## src/logic/dmm_ctrl_pkg.sv

```systemverilog
////////////////////
// dmm control package
// register map, conditioning vector layout,
// output modes and spi frame constants
////////////////////

package dmm_ctrl_pkg;

  ////////////////////
  // conditioning vector

  localparam int NUM_BITS = 29;                // 4x4 mux + 8 monitor + 5 singles

  typedef logic [NUM_BITS-1:0] cond_vec_t;

  // lowest bit of each field, use with +:
  localparam int IDX_AZMUX         = 0;        // 0..3
  localparam int IDX_HIMUX         = 4;        // 4..7
  localparam int IDX_HIMUX2        = 8;        // 8..11
  localparam int IDX_SIG_PC_SW     = 12;
  localparam int IDX_LED0          = 13;
  localparam int IDX_MONITOR       = 14;       // 14..21
  localparam int IDX_ADCMUX        = 22;       // 22..25, adc current switches
  localparam int IDX_CMPR_LATCH    = 26;
  localparam int IDX_MEAS_COMPLETE = 27;
  localparam int IDX_SPI_INTERRUPT = 28;

  localparam int MUX_W     = 4;                // a0, a1, a2, en
  localparam int MONITOR_W = 8;

  ////////////////////
  // register bank

  localparam int REG_W  = 32;
  localparam int ADDR_W = 7;

  typedef logic [REG_W-1:0]  reg_word_t;
  typedef logic [ADDR_W-1:0] reg_addr_t;

  localparam reg_addr_t ADDR_ID              = 7'h00;   // read only
  localparam reg_addr_t ADDR_LED             = 7'h07;
  localparam reg_addr_t ADDR_MODE            = 7'h09;
  localparam reg_addr_t ADDR_DIRECT          = 7'h0A;
  localparam reg_addr_t ADDR_SAMPLE_DURATION = 7'h0C;

  localparam reg_word_t DMM_ID = 32'h444D_4D01;          // "DMM" + rev 1

  // output modes, stored as low 3 bits of the mode register
  typedef enum logic [2:0] {
    MODE_LED       = 3'd0,
    MODE_ONES      = 3'd1,
    MODE_PATTERN   = 3'd2,
    MODE_DIRECT    = 3'd3,
    MODE_PRECHARGE = 3'd4
  } mode_t;

  ////////////////////
  // spi framing

  // rw bit, 7 bit address, 32 bit data. msb first
  localparam int FRAME_BITS = 40;

endpackage
```

## src/logic/dmm_ctrl_top.sv

```systemverilog
////////////////////
// dmm control fpga top
// spi register access, precharge modulation and
// mode muxed conditioning outputs
////////////////////

`timescale 1ns/1ps

module dmm_ctrl_top #(
  parameter int CNT_W = 24                     // precharge counter width
) (
  input  logic       clk,
  input  logic       rst_n,
  // spi from the mcu
  input  logic       sclk,
  input  logic       cs_n,
  input  logic       mosi,
  output logic       miso,
  // conditioning outputs
  output logic [3:0] azmux,                    // u414 {en, a2, a1, a0}
  output logic [3:0] himux,                    // u413
  output logic [3:0] himux2,                   // u402
  output logic       sig_pc_sw,
  output logic       led0,
  output logic [7:0] monitor,
  output logic [3:0] adcmux,                   // u902 current switches
  output logic       cmpr_latch,
  output logic       meas_complete,
  output logic       spi_interrupt
);
  import dmm_ctrl_pkg::*;

  logic      wr_en;
  reg_addr_t wr_addr;
  reg_word_t wr_data;
  reg_addr_t rd_addr;
  reg_word_t rd_data;
  reg_word_t led_reg;
  mode_t     mode;
  reg_word_t direct;
  reg_word_t sample_duration;
  logic      pc_phase;
  logic      phase_start;
  cond_vec_t cond_out;

  ////////////////////
  // register access

  spi_reg_slave spi_i (
    .clk     (clk),
    .rst_n   (rst_n),
    .sclk    (sclk),
    .cs_n    (cs_n),
    .mosi    (mosi),
    .rd_data (rd_data),
    .miso    (miso),
    .wr_en   (wr_en),
    .wr_addr (wr_addr),
    .wr_data (wr_data),
    .rd_addr (rd_addr)
  );

  register_bank regs_i (
    .clk             (clk),
    .rst_n           (rst_n),
    .wr_en           (wr_en),
    .wr_addr         (wr_addr),
    .wr_data         (wr_data),
    .rd_addr         (rd_addr),
    .rd_data         (rd_data),
    .led_reg         (led_reg),
    .mode            (mode),
    .direct          (direct),
    .sample_duration (sample_duration)
  );

  ////////////////////
  // modulation and outputs

  precharge_modulator #(
    .CNT_W (CNT_W)
  ) pc_mod_i (
    .clk             (clk),
    .rst_n           (rst_n),
    .sample_duration (sample_duration[CNT_W-1:0]),   // upper bits ignored
    .pc_phase        (pc_phase),
    .phase_start     (phase_start)
  );

  output_mode_mux out_mux_i (
    .clk         (clk),
    .rst_n       (rst_n),
    .mode        (mode),
    .led_bit     (led_reg[0]),
    .direct      (direct[NUM_BITS-1:0]),
    .pc_phase    (pc_phase),
    .phase_start (phase_start),
    .cond_out    (cond_out)
  );

  // split the vector onto the pins
  assign azmux         = cond_out[IDX_AZMUX +: MUX_W];
  assign himux         = cond_out[IDX_HIMUX +: MUX_W];
  assign himux2        = cond_out[IDX_HIMUX2 +: MUX_W];
  assign sig_pc_sw     = cond_out[IDX_SIG_PC_SW];
  assign led0          = cond_out[IDX_LED0];
  assign monitor       = cond_out[IDX_MONITOR +: MONITOR_W];
  assign adcmux        = cond_out[IDX_ADCMUX +: MUX_W];
  assign cmpr_latch    = cond_out[IDX_CMPR_LATCH];
  assign meas_complete = cond_out[IDX_MEAS_COMPLETE];
  assign spi_interrupt = cond_out[IDX_SPI_INTERRUPT];

endmodule

```

## src/logic/output_mode_mux.sv

```systemverilog
////////////////////
// output mode mux
// builds the conditioning vector of the selected
// mode and registers it onto the outputs
////////////////////

`timescale 1ns/1ps

module output_mode_mux (
  input  logic                    clk,
  input  logic                    rst_n,
  input  dmm_ctrl_pkg::mode_t     mode,
  input  logic                    led_bit,
  input  dmm_ctrl_pkg::cond_vec_t direct,
  input  logic                    pc_phase,
  input  logic                    phase_start,
  output dmm_ctrl_pkg::cond_vec_t cond_out
);
  import dmm_ctrl_pkg::*;

  cond_vec_t pattern_cnt;                      // free running test pattern
  cond_vec_t mode_vec;                         // selected vector, pre register

  ////////////////////
  // test pattern

  always_ff @(posedge clk)
  begin
    if (!rst_n)
      pattern_cnt <= '0;
    else
      pattern_cnt <= pattern_cnt + 1'b1;       // wraps at 2^29
  end

  ////////////////////
  // mode select

  always_comb
  begin
    case (mode)
      MODE_ONES:
        mode_vec = '1;
      MODE_PATTERN:
        mode_vec = pattern_cnt;
      MODE_DIRECT:
        mode_vec = direct;
      MODE_PRECHARGE:
      begin
        // direct drives the muxes, fpga owns the switch
        mode_vec                = direct;
        mode_vec[IDX_SIG_PC_SW] = pc_phase;
        mode_vec[IDX_LED0]      = pc_phase;    // visible on the led
        mode_vec[IDX_MONITOR]   = phase_start; // scope trigger on mon0
      end
      default:
      begin
        // MODE_LED and undefined codes
        mode_vec           = '0;
        mode_vec[IDX_LED0] = led_bit;
      end
    endcase
  end

  always_ff @(posedge clk)
  begin
    if (!rst_n)
      cond_out <= '0;
    else
      cond_out <= mode_vec;
  end

endmodule

```

## src/logic/precharge_modulator.sv

```systemverilog
////////////////////
// precharge modulator
// toggles the precharge phase every sample duration
////////////////////

`timescale 1ns/1ps

module precharge_modulator #(
  parameter int CNT_W = 24
) (
  input  logic             clk,
  input  logic             rst_n,
  input  logic [CNT_W-1:0] sample_duration,    // clk cycles per phase
  output logic             pc_phase,
  output logic             phase_start
);

  logic [CNT_W-1:0] cnt;                       // clk count in current phase
  logic             dur_valid;
  logic             phase_end;

  assign dur_valid = (sample_duration >= CNT_W'(2));
  // >= so a shorter duration written mid phase ends it at once
  assign phase_end = (cnt >= sample_duration - 1'b1);

  always_ff @(posedge clk)
  begin
    if (!rst_n)
    begin
      cnt         <= '0;
      pc_phase    <= 1'b0;
      phase_start <= 1'b0;
    end
    else if (!dur_valid)
    begin
      cnt         <= '0;                       // idle, switch parked low
      pc_phase    <= 1'b0;
      phase_start <= 1'b0;
    end
    else if (phase_end)
    begin
      cnt         <= '0;
      pc_phase    <= ~pc_phase;                // flip, new phase starts now
      phase_start <= 1'b1;
    end
    else
    begin
      cnt         <= cnt + 1'b1;
      phase_start <= 1'b0;
    end
  end

endmodule

```

## src/logic/register_bank.sv

```systemverilog
////////////////////
// control register bank
// led, mode, direct and sample duration registers
// with decoded writes and combinational readback
////////////////////

`timescale 1ns/1ps

module register_bank (
  input  logic                    clk,
  input  logic                    rst_n,
  input  logic                    wr_en,
  input  dmm_ctrl_pkg::reg_addr_t wr_addr,
  input  dmm_ctrl_pkg::reg_word_t wr_data,
  input  dmm_ctrl_pkg::reg_addr_t rd_addr,
  output dmm_ctrl_pkg::reg_word_t rd_data,
  output dmm_ctrl_pkg::reg_word_t led_reg,
  output dmm_ctrl_pkg::mode_t     mode,
  output dmm_ctrl_pkg::reg_word_t direct,
  output dmm_ctrl_pkg::reg_word_t sample_duration
);
  import dmm_ctrl_pkg::*;

  ////////////////////
  // write decode

  always_ff @(posedge clk)
  begin
    if (!rst_n)
    begin
      led_reg         <= '0;
      mode            <= MODE_LED;
      direct          <= '0;
      sample_duration <= '0;
    end
    else if (wr_en)
    begin
      case (wr_addr)
        ADDR_LED:
          led_reg <= wr_data;
        ADDR_MODE:
          mode <= mode_t'(wr_data[2:0]);       // keeps low 3 bits, codes 5..7 too
        ADDR_DIRECT:
          direct <= wr_data;
        ADDR_SAMPLE_DURATION:
          sample_duration <= wr_data;
        default:
        begin
          // id and unmapped addresses drop the write
        end
      endcase
    end
  end

  ////////////////////
  // readback

  // combinational, the slave loads it in the cycle rd_addr settles
  always_comb
  begin
    case (rd_addr)
      ADDR_ID:
        rd_data = DMM_ID;
      ADDR_LED:
        rd_data = led_reg;
      ADDR_MODE:
        rd_data = REG_W'(mode);                // zero extended
      ADDR_DIRECT:
        rd_data = direct;
      ADDR_SAMPLE_DURATION:
        rd_data = sample_duration;
      default:
        rd_data = '0;                          // unmapped
    endcase
  end

endmodule

```

## src/logic/spi_reg_slave.sv

```systemverilog
////////////////////
// spi register slave
// mode 0 slave sampled on clk, frames 40 bit
// transactions into register writes and reads
////////////////////

`timescale 1ns/1ps

module spi_reg_slave (
  input  logic                    clk,
  input  logic                    rst_n,
  input  logic                    sclk,
  input  logic                    cs_n,
  input  logic                    mosi,
  input  dmm_ctrl_pkg::reg_word_t rd_data,
  output logic                    miso,
  output logic                    wr_en,
  output dmm_ctrl_pkg::reg_addr_t wr_addr,
  output dmm_ctrl_pkg::reg_word_t wr_data,
  output dmm_ctrl_pkg::reg_addr_t rd_addr
);
  import dmm_ctrl_pkg::*;

  localparam int CNT_BITS = $clog2(FRAME_BITS + 1);

  logic [2:0]            sync_a;               // {sclk, cs_n, mosi} first stage
  logic [2:0]            sync_b;               // second stage
  logic                  sclk_s, cs_s, mosi_s;
  logic                  sclk_d, cs_d;         // edge stage
  logic                  sclk_rise, sclk_fall;
  logic                  cs_rise, cs_fall;
  logic [CNT_BITS-1:0]   bit_cnt;
  logic [FRAME_BITS-1:0] rx_sr;
  logic [REG_W-1:0]      tx_sr;
  logic                  rd_load;
  logic                  miso_q;

  ////////////////////
  // pin synchronizer

  always_ff @(posedge clk)
  begin
    if (!rst_n)
    begin
      sync_a <= 3'b010;                        // cs_n idles high
      sync_b <= 3'b010;
      sclk_d <= 1'b0;
      cs_d   <= 1'b1;
    end
    else
    begin
      sync_a <= {sclk, cs_n, mosi};
      sync_b <= sync_a;
      sclk_d <= sclk_s;
      cs_d   <= cs_s;
    end
  end

  assign {sclk_s, cs_s, mosi_s} = sync_b;

  // sclk edges only count inside a frame
  assign sclk_rise = sclk_s & ~sclk_d & ~cs_s;
  assign sclk_fall = ~sclk_s & sclk_d & ~cs_s;
  assign cs_fall   = ~cs_s & cs_d;             // frame start
  assign cs_rise   = cs_s & ~cs_d;             // frame end

  ////////////////////
  // framing

  always_ff @(posedge clk)
  begin
    if (!rst_n)
    begin
      bit_cnt <= '0;
      rd_load <= 1'b0;
    end
    else
    begin
      rd_load <= 1'b0;
      if (cs_fall)
        bit_cnt <= '0;
      else if (sclk_rise)
      begin
        if (bit_cnt != '1)                     // saturate on overlong frames
          bit_cnt <= bit_cnt + 1'b1;
        if (bit_cnt == CNT_BITS'(7))
          rd_load <= 1'b1;                     // 8th edge, address is in
      end
    end
  end

  // incoming bits, msb first
  always_ff @(posedge clk)
  begin
    if (sclk_rise)
      rx_sr <= {rx_sr[FRAME_BITS-2:0], mosi_s};
  end

  assign rd_addr = rx_sr[ADDR_W-1:0];          // valid once 8 bits are in

  // readback shifter, next bit goes out on each falling sclk
  always_ff @(posedge clk)
  begin
    if (!rst_n)
    begin
      tx_sr  <= '0;
      miso_q <= 1'b0;
    end
    else if (cs_s)
    begin
      tx_sr  <= '0;
      miso_q <= 1'b0;
    end
    else if (rd_load && !rx_sr[ADDR_W])        // rw bit low means read
      tx_sr <= rd_data;
    else if (sclk_fall)
    begin
      miso_q <= tx_sr[REG_W-1];
      tx_sr  <= {tx_sr[REG_W-2:0], 1'b0};
    end
  end

  // raw pin gate keeps miso quiet as soon as cs_n lifts
  assign miso = miso_q & ~cs_n;

  ////////////////////
  // write strobe

  // only a complete 40 bit write frame commits
  always_ff @(posedge clk)
  begin
    if (!rst_n)
      wr_en <= 1'b0;
    else
      wr_en <= cs_rise && (bit_cnt == CNT_BITS'(FRAME_BITS)) && rx_sr[FRAME_BITS-1];
  end

  always_ff @(posedge clk)
  begin
    if (cs_rise)
    begin
      wr_addr <= rx_sr[REG_W +: ADDR_W];       // frame bits 38:32
      wr_data <= rx_sr[REG_W-1:0];
    end
  end

endmodule

```

## config.mk

```make
export PLATFORM = sky130hd
export DESIGN_NAME = dmm_ctrl_top
export DESIGN_NICKNAME = d
export VERILOG_FILES = /design/src/logic/dmm_ctrl_pkg.sv /design/src/logic/dmm_ctrl_top.sv /design/src/logic/output_mode_mux.sv /design/src/logic/precharge_modulator.sv /design/src/logic/register_bank.sv /design/src/logic/spi_reg_slave.sv
export SDC_FILE = /design/constraint.sdc
export NUM_CORES = 1
export LEC_CHECK = 0
export ABC_AREA = 0
export BUFFER_PORTS_ARGS = -buffer_cell sky130_fd_sc_hd__buf_2
export CAP_MARGIN = 20
export CORE_MARGIN = 1.5
export CORE_UTILIZATION = 50
export CTS_CLUSTER_DIAMETER = 50
export DETAILED_ROUTE_END_ITERATION = 8
export PLACE_DENSITY = 0.66
export SLEW_MARGIN = 30
export SYNTH_ARGS = -nofsm -noshare
export SYNTH_HDL_FRONTEND = slang
export SYNTH_SLANG_ARGS = --single-unit
```

## constraint.sdc

```tcl
create_clock -name clk -period 7.1 [get_ports clk]
set_input_delay 0.355 -clock clk [delete_from_list [all_inputs] [get_ports clk]]
set_output_delay 0.355 -clock clk [all_outputs]
set_load 0.03 [all_outputs]
```

==> flow_summary.yaml, run 1 <==
grt:
  antenna_found_initial: 0
  grt_max_degree: 113
  grt_pass1_vias: 9585
  track_usage: 0.239
  grt_overflow: 0
  grt_pass1_wl_mm: 53.0
route:
  drt_iter0_drc: 987
  route.detailed.drc: 10
  postRouteAntennaNets: 0
  vias_per_cell: 5.75
  wl_per_cell_um: 18.6
  vias: 10100
  drt_first_pass_iters: 9
  drt-total-wl_mm: 32.7
placement:
  dpl_worst_slack_ps: 3270
  portBuffers: 34
  gp_congestion: 0.829
  place_area_sq_mm: 0.0138
  hpwlAfterDp_mm: 21.1
  placedCellCount: 1695
worst_setup_path:
  cp-start-kind: "flip-flop"
  end_kind: "flip-flop"
  worstPathMaxFanout: 24
  worst_ep_arrival_time_ps: 4270
  critPathKind: "flip-flop to flip-flop"
  worst-endpoint-required_ps: 7530
pwr:
  ir_worst_vdd_mv: 0.215
  p_leak_nw: 5.76
  p_total_w: 0.00365
  power.density_mw_per_mm2: 244
finish:
  nets: 1432
  synthToLayoutAreaGrowth_pct: 11.7
  largest_register: "spi_i.rx_sr"
  diodes: 0
  fin_area_sq_mm: 0.0149
  drive_gt1_frac: 0.0866
  largest_reg_flops: 40
  final_cells: 1756
synthesis:
  synthMuxAreaShare: 0.00599
  yosysWarnings: 0
  syn_avg_cell_area_sq_um: 9.56
  syn_area_sq_mm: 0.0134
  synth-edff-count: 79
  synth_nets: 1433
  async_flop_share: 0
  synth_compound_area_frac: 0.173
  synth_simple_gate_area_frac: 0.191
  netlist-cell-type-count: 55
  synthAdderAreaFrac: 0.0281
  ys.flop_type: "dfxtp_1"
  seq_area_frac_synth: 0.525
  ys_ff_latch: 311
  synth_xor_xnor_area_share: 0.0465
  syn_inst: 1398
  synth_top_family_by_area: "simple AND/OR/NAND/NOR gates"
timing:
  fin_setup_tns_ps: 0
  clock_skew_ps: 12.6
  fin_crit_ps: 3840
  setup_viol: 0
  min_period_over_period: 0.540
  finalWorstSetupSlack_ps: 3260
  hold_viol_final: 0
  rsz0062_at_grt: "false"
  slew_viol_final: 0
  max_freq_mhz: 261
  slew_headroom: 0.326
  worst_slew_pin_slew_ps: 1010
clock_tree:
  clock_sinks: 311
  postCtsSetupBuffers: 0
  clock_path_buffers: 3
  post_cts_resized: 0
  h-tree-depth: 2
  cts_tree: "built"
  cts-root-buf: "clkbuf_16"
  ctsHoldBuffers: 0
  clock_latency_ps: 510
  cts_buffers: 35
  path_clk_slew_ps: 60
job:
  maxCapViolations: 0
die:
  dieArea_sq_mm: 0.0277
  num_rows: 59
  initial_utilization: 0.511
  die_w_um: 166
  core-area_sq_mm: 0.0261
  die_y_um: 166
  num_io_pins: 35
run_status:
  violations: "design-rule violations"
  outcome: "complete, but fails checks"
worst_hold_path:
  hp-class: "input pin to flip-flop"
-- cell usage after synthesis (2+ instances only) --
library cell	instances	area share
dfxtp_1	232	0.35
nand2_1	229	0.064
a21boi_0	96	0.054
nor2_1	87	0.024
clkbuf_1	84	0.024
edfxtp_1	79	0.18
a21oi_1	75	0.028
o21ai_0	68	0.025
nor3_1	45	0.017
xnor2_1	44	0.029
nor2b_1	42	0.020
nand3_1	37	0.014
and2_1	35	0.016
ha_1	30	0.028
o211a_1	30	0.022
xor2_1	27	0.018
a222oi_1	21	0.016
nand4_1	14	0.0066
and3_1	13	0.0061
inv_1	11	0.0031
nor4_1	11	0.0052
a22oi_1	10	0.0056
o2bb2ai_1	10	0.0066
mux2i_1	8	0.0060
and4_1	6	0.0039
nand2b_1	6	0.0028
or3_1	6	0.0028
a21boi_1	4	0.0022
a31oi_1	4	0.0019
buf_6	3	0.0025
nand3b_1	3	0.0017
a22o_1	2	0.0013
o211ai_1	2	0.0011
o22ai_1	2	0.00094
or2_2	2	0.00094
-- worst paths after layout --
kind,slack [ps],end,depth (start not counted),startpoint
max,3260,pc_mod_i.cnt[7],13,regs_i.sample_duration[4]
min,60,spi_i.sync_a[1],2,cs_n
max reg2reg,3260,pc_mod_i.cnt[7],13,regs_i.sample_duration[4]
min reg2reg,410,spi_i.sync_b[1],1,spi_i.sync_a[1]
-- worst max-delay path, stage by stage, from the launching register on --
cell and delay [ps]:
dfxtp_1 370, nor4_1 390, nand2b_1 240, nor2_1 250
nand2_1 150, nor3_1 230, xnor2_1 180, ha_1 300
a21oi_1 140, nand3_1 100, a221oi_1 280, o21ai_0 210
or3_1 720, nor2_1 220
-- metrics by stage --
stage | utilization | hold slack [ps]
floorplan | - | 386
global placement | 0.526 | 395
detailed placement | 0.527 | 407
CTS | 0.571 | 52.4
global route | 0.571 | 63.5
finish | 0.571 | 62.2
-- cell type report --
| class | instances | area (sq um) |
|---|---|---|
| flip-flops and latches | 311 | 7020 |
| fillers | 2245 | 11200 |
| inverters | 11 | 41.3 |
| well taps | 335 | 419 |
| clock buffers | 48 | 1030 |
| clock inverters | 13 | 113 |
| multi-input cells | 986 | 5990 |
| repair buffers | 52 | 323 |
-- layer usage --
| layer | GRT usage | up-vias | wire (um) |
|---|---|---|---|
| met2 | 0.381 | 314 | 14800 |
| met5 | 0 | - | 0 |
| li1 | - | 4908 | - |
| met3 | 0.0345 | 39 | 2110 |
| met1 | 0.343 | 4829 | 15200 |
| met4 | 0.0628 | 0 | 561 |
-- cells in the final DEF, fill, tap and decap left out, types with 40 or more instances in the layout --
master and count:
xnor2_1 44, dfxtp_1 232, nor2_1 86, nor3_1 45, o21ai_0 68, nand2_1 227
edfxtp_1 79, nor2b_1 40, a21boi_0 96, a21oi_1 75
-- where the power goes --
part / internal, W / switching [W]
combinational: 0.0000159 / 0.0000222
sequential: 0.00182 / 0.00000920
clock: 0.00108 / 0.000697
-- cell families after synthesis --
group           after synthesis
simple gates                543
flops                       311
compound gates              334
xor+xnor                     71
mux                           8
fa+ha+maj                    30
buf+inv                     101
Power figures use the tool's default switching activity.
==> inputs of run 2 (changes only) <==
--- a/config.mk
+++ b/config.mk
@@ -12,7 +12,7 @@
 export CORE_UTILIZATION = 50
 export CTS_CLUSTER_DIAMETER = 50
 export DETAILED_ROUTE_END_ITERATION = 8
-export PLACE_DENSITY = 0.66
+export PLACE_DENSITY = 0.69
 export SLEW_MARGIN = 30
 export SYNTH_ARGS = -nofsm -noshare
 export SYNTH_HDL_FRONTEND = slang
==> constraint.sdc (replaced) <==
create_clock -name clk -period 3.3 [get_ports clk]
set_input_delay 0.165 -clock clk [delete_from_list [all_inputs] [get_ports clk]]
set_output_delay 0.165 -clock clk [all_outputs]
set_load 0.03 [all_outputs]
==> run 2 against run 1 <==
Effect of this change: the flow now finishes without violations; die area unchanged; core utilization up 1.8 points; sequential power up 120%.
==> flow_summary.yaml, run 2 (synthesized netlist as in run 1, its figures left out) <==
worst_setup_path:
  rrSetupSlack_ps: 100
  worst-endpoint-required_ps: 3750
  critPathKind: "flip-flop to flip-flop"
  setup.worst_path.start: "regs_i.sample_duration[14]"
  worst_ep_arrival_time_ps: 3660
  regToRegStartpoint: "regs_i.sample_duration[14]"
  end_kind: "flip-flop"
  cp-start-kind: "flip-flop"
  worstPathMaxFanout: 12
run_status:
  outcome: "finished clean"
route:
  vias: 10300
  drt_first_pass_iters: 8
  drt-total-wl_mm: 33.0
  postRouteAntennaNets: 0
  vias_per_cell: 5.72
  wl_per_cell_um: 18.3
  route.detailed.drc: 0
  drt_iter0_drc: 1091
pwr:
  ir_worst_vdd_mv: 0.402
  p_leak_nw: 6.01
  p_total_w: 0.00788
  power.density_mw_per_mm2: 511
finish:
  fill_cells: 2250
  nets: 1475
  diodes: 0
  fin_util: 0.589
  drive_gt1_frac: 0.117
  largest_register: "spi_i.rx_sr"
  final_common_cell: "dfxtp_1"
  most-common-layout-cells: "232 x dfxtp_1, 226 x nand2_1, 96 x a21boi_0, 83 x nor2_1, 79 x edfxtp_1"
  largest_reg_flops: 40
  synthToLayoutAreaGrowth_pct: 15.3
die:
  dieArea_sq_mm: 0.0277
  core-area_sq_mm: 0.0261
  initial_utilization: 0.511
  num_io_pins: 35
  die_w_um: 166
  num_rows: 59
  die_y_um: 166
timing:
  max_freq_mhz: 312
  clock_skew_ps: 15.0
  worst_slew_pin_slew_ps: 768
  slew_viol_final: 0
  fin_crit_ps: 3200
  whs_ps: 406
  min_period_over_period: 0.971
  hold_viol_final: 0
  slew_headroom: 0.483
  setup_viol: 0
placement:
  portBuffers: 34
  gp_congestion: 0.876
  hpwlAfterDp_mm: 21.7
grt:
  grt_max_degree: 84
  antenna_found_initial: 0
  grt_pass1_wl_mm: 52.5
  track_usage: 0.237
  grt_pass1_vias: 9626
  grt_overflow: 0
job:
  maxCapViolations: 0
clock_tree:
  h-tree-depth: 2
  cts-root-buf: "clkbuf_16"
  clock_path_buffers: 3
  cts_buffers: 34
  clock_sinks: 311
  path_clk_slew_ps: 60
  clock_latency_ps: 510
  cts_tree: "built"
worst_hold_path:
  hp-class: "flip-flop to flip-flop"
  holdCritStartpoint: "spi_i.sync_a[1]"
## run 2: cell count changes in the layout (fill, tap and decap cells not counted), moves of 4 or more
cell / previous run / this run
nor3_2: 0 / 4
nor3_1: 45 / 41
buf_4: 17 / 51
clkbuf_1: 5 / 9
buf_12: 0 / 5
nor2_2: 0 / 4
dlygate4sd3_1: 0 / 6
## run 2: where the power goes
part	leakage, nW	total (W)	internal, W	switching (W)
sequential	2.58	0.00394	0.00392	0.0000192
combinational	2.87	0.0000903	0.0000403	0.0000500
clock	0.556	0.00385	0.00232	0.00152
## run 2: metal layers
metal	track usage	share of wire
met1	0.332	0.45
met2	0.375	0.46
met3	0.0347	0.060
met4	0.0877	0.029
met5	0	0
## run 2: final timing paths
kind | end | cells after the start
setup / recovery | pc_mod_i.cnt[2] | 13
hold / removal | spi_i.sync_b[1] | 1
setup reg to reg | pc_mod_i.cnt[2] | 13
hold reg to reg | spi_i.sync_b[1] | 1
## run 2: through the flow
step / TNS (ps) / instance area, sq um / worst slack, ps / cells
floorplan: 0 / 13400 / 0.334 / 1398
global placement: 0 / 14100 / 129 / 1728
detailed placement: 0 / 14100 / 61.5 / 1728
CTS: 0 / 15300 / 50.5 / 1796
global route: -1050 / 15400 / -58.7 / 1801
finish: 0 / 15400 / 96.8 / 1801
## run 2: final cells by class
cell class                 count  area [sq um]  area share
multi-input combinational    986          6040       0.392
sequential                   311          7020       0.456
timing repair buffer          96           733      0.0476
tap                          335           419      0.0272
inverter                      11          41.3     0.00268
clock buffer                  51          1030      0.0668
clock inverter                11           119     0.00772
## run 2: repair_timing
item                                    4_1_cts  5_1_grt
buffers inserted                              0        4
hold endpoints to repair                      8        0
endpoints found under the setup margin        0       24
gates resized for setup                       0       17
hold buffers                                  6        0
## run 2: critical path, stage by stage (launching register included)
cell	delay, ps
dfxtp_1	310
or4_4	550
nor3_4	200
nand2_2	110
nor3_2	230
xnor2_1	100
ha_1	330
nand4_1	120
nor3_2	80
a221oi_2	270
o21ai_1	110
or3_4	430
clkbuf_16	190
nor2_1	90
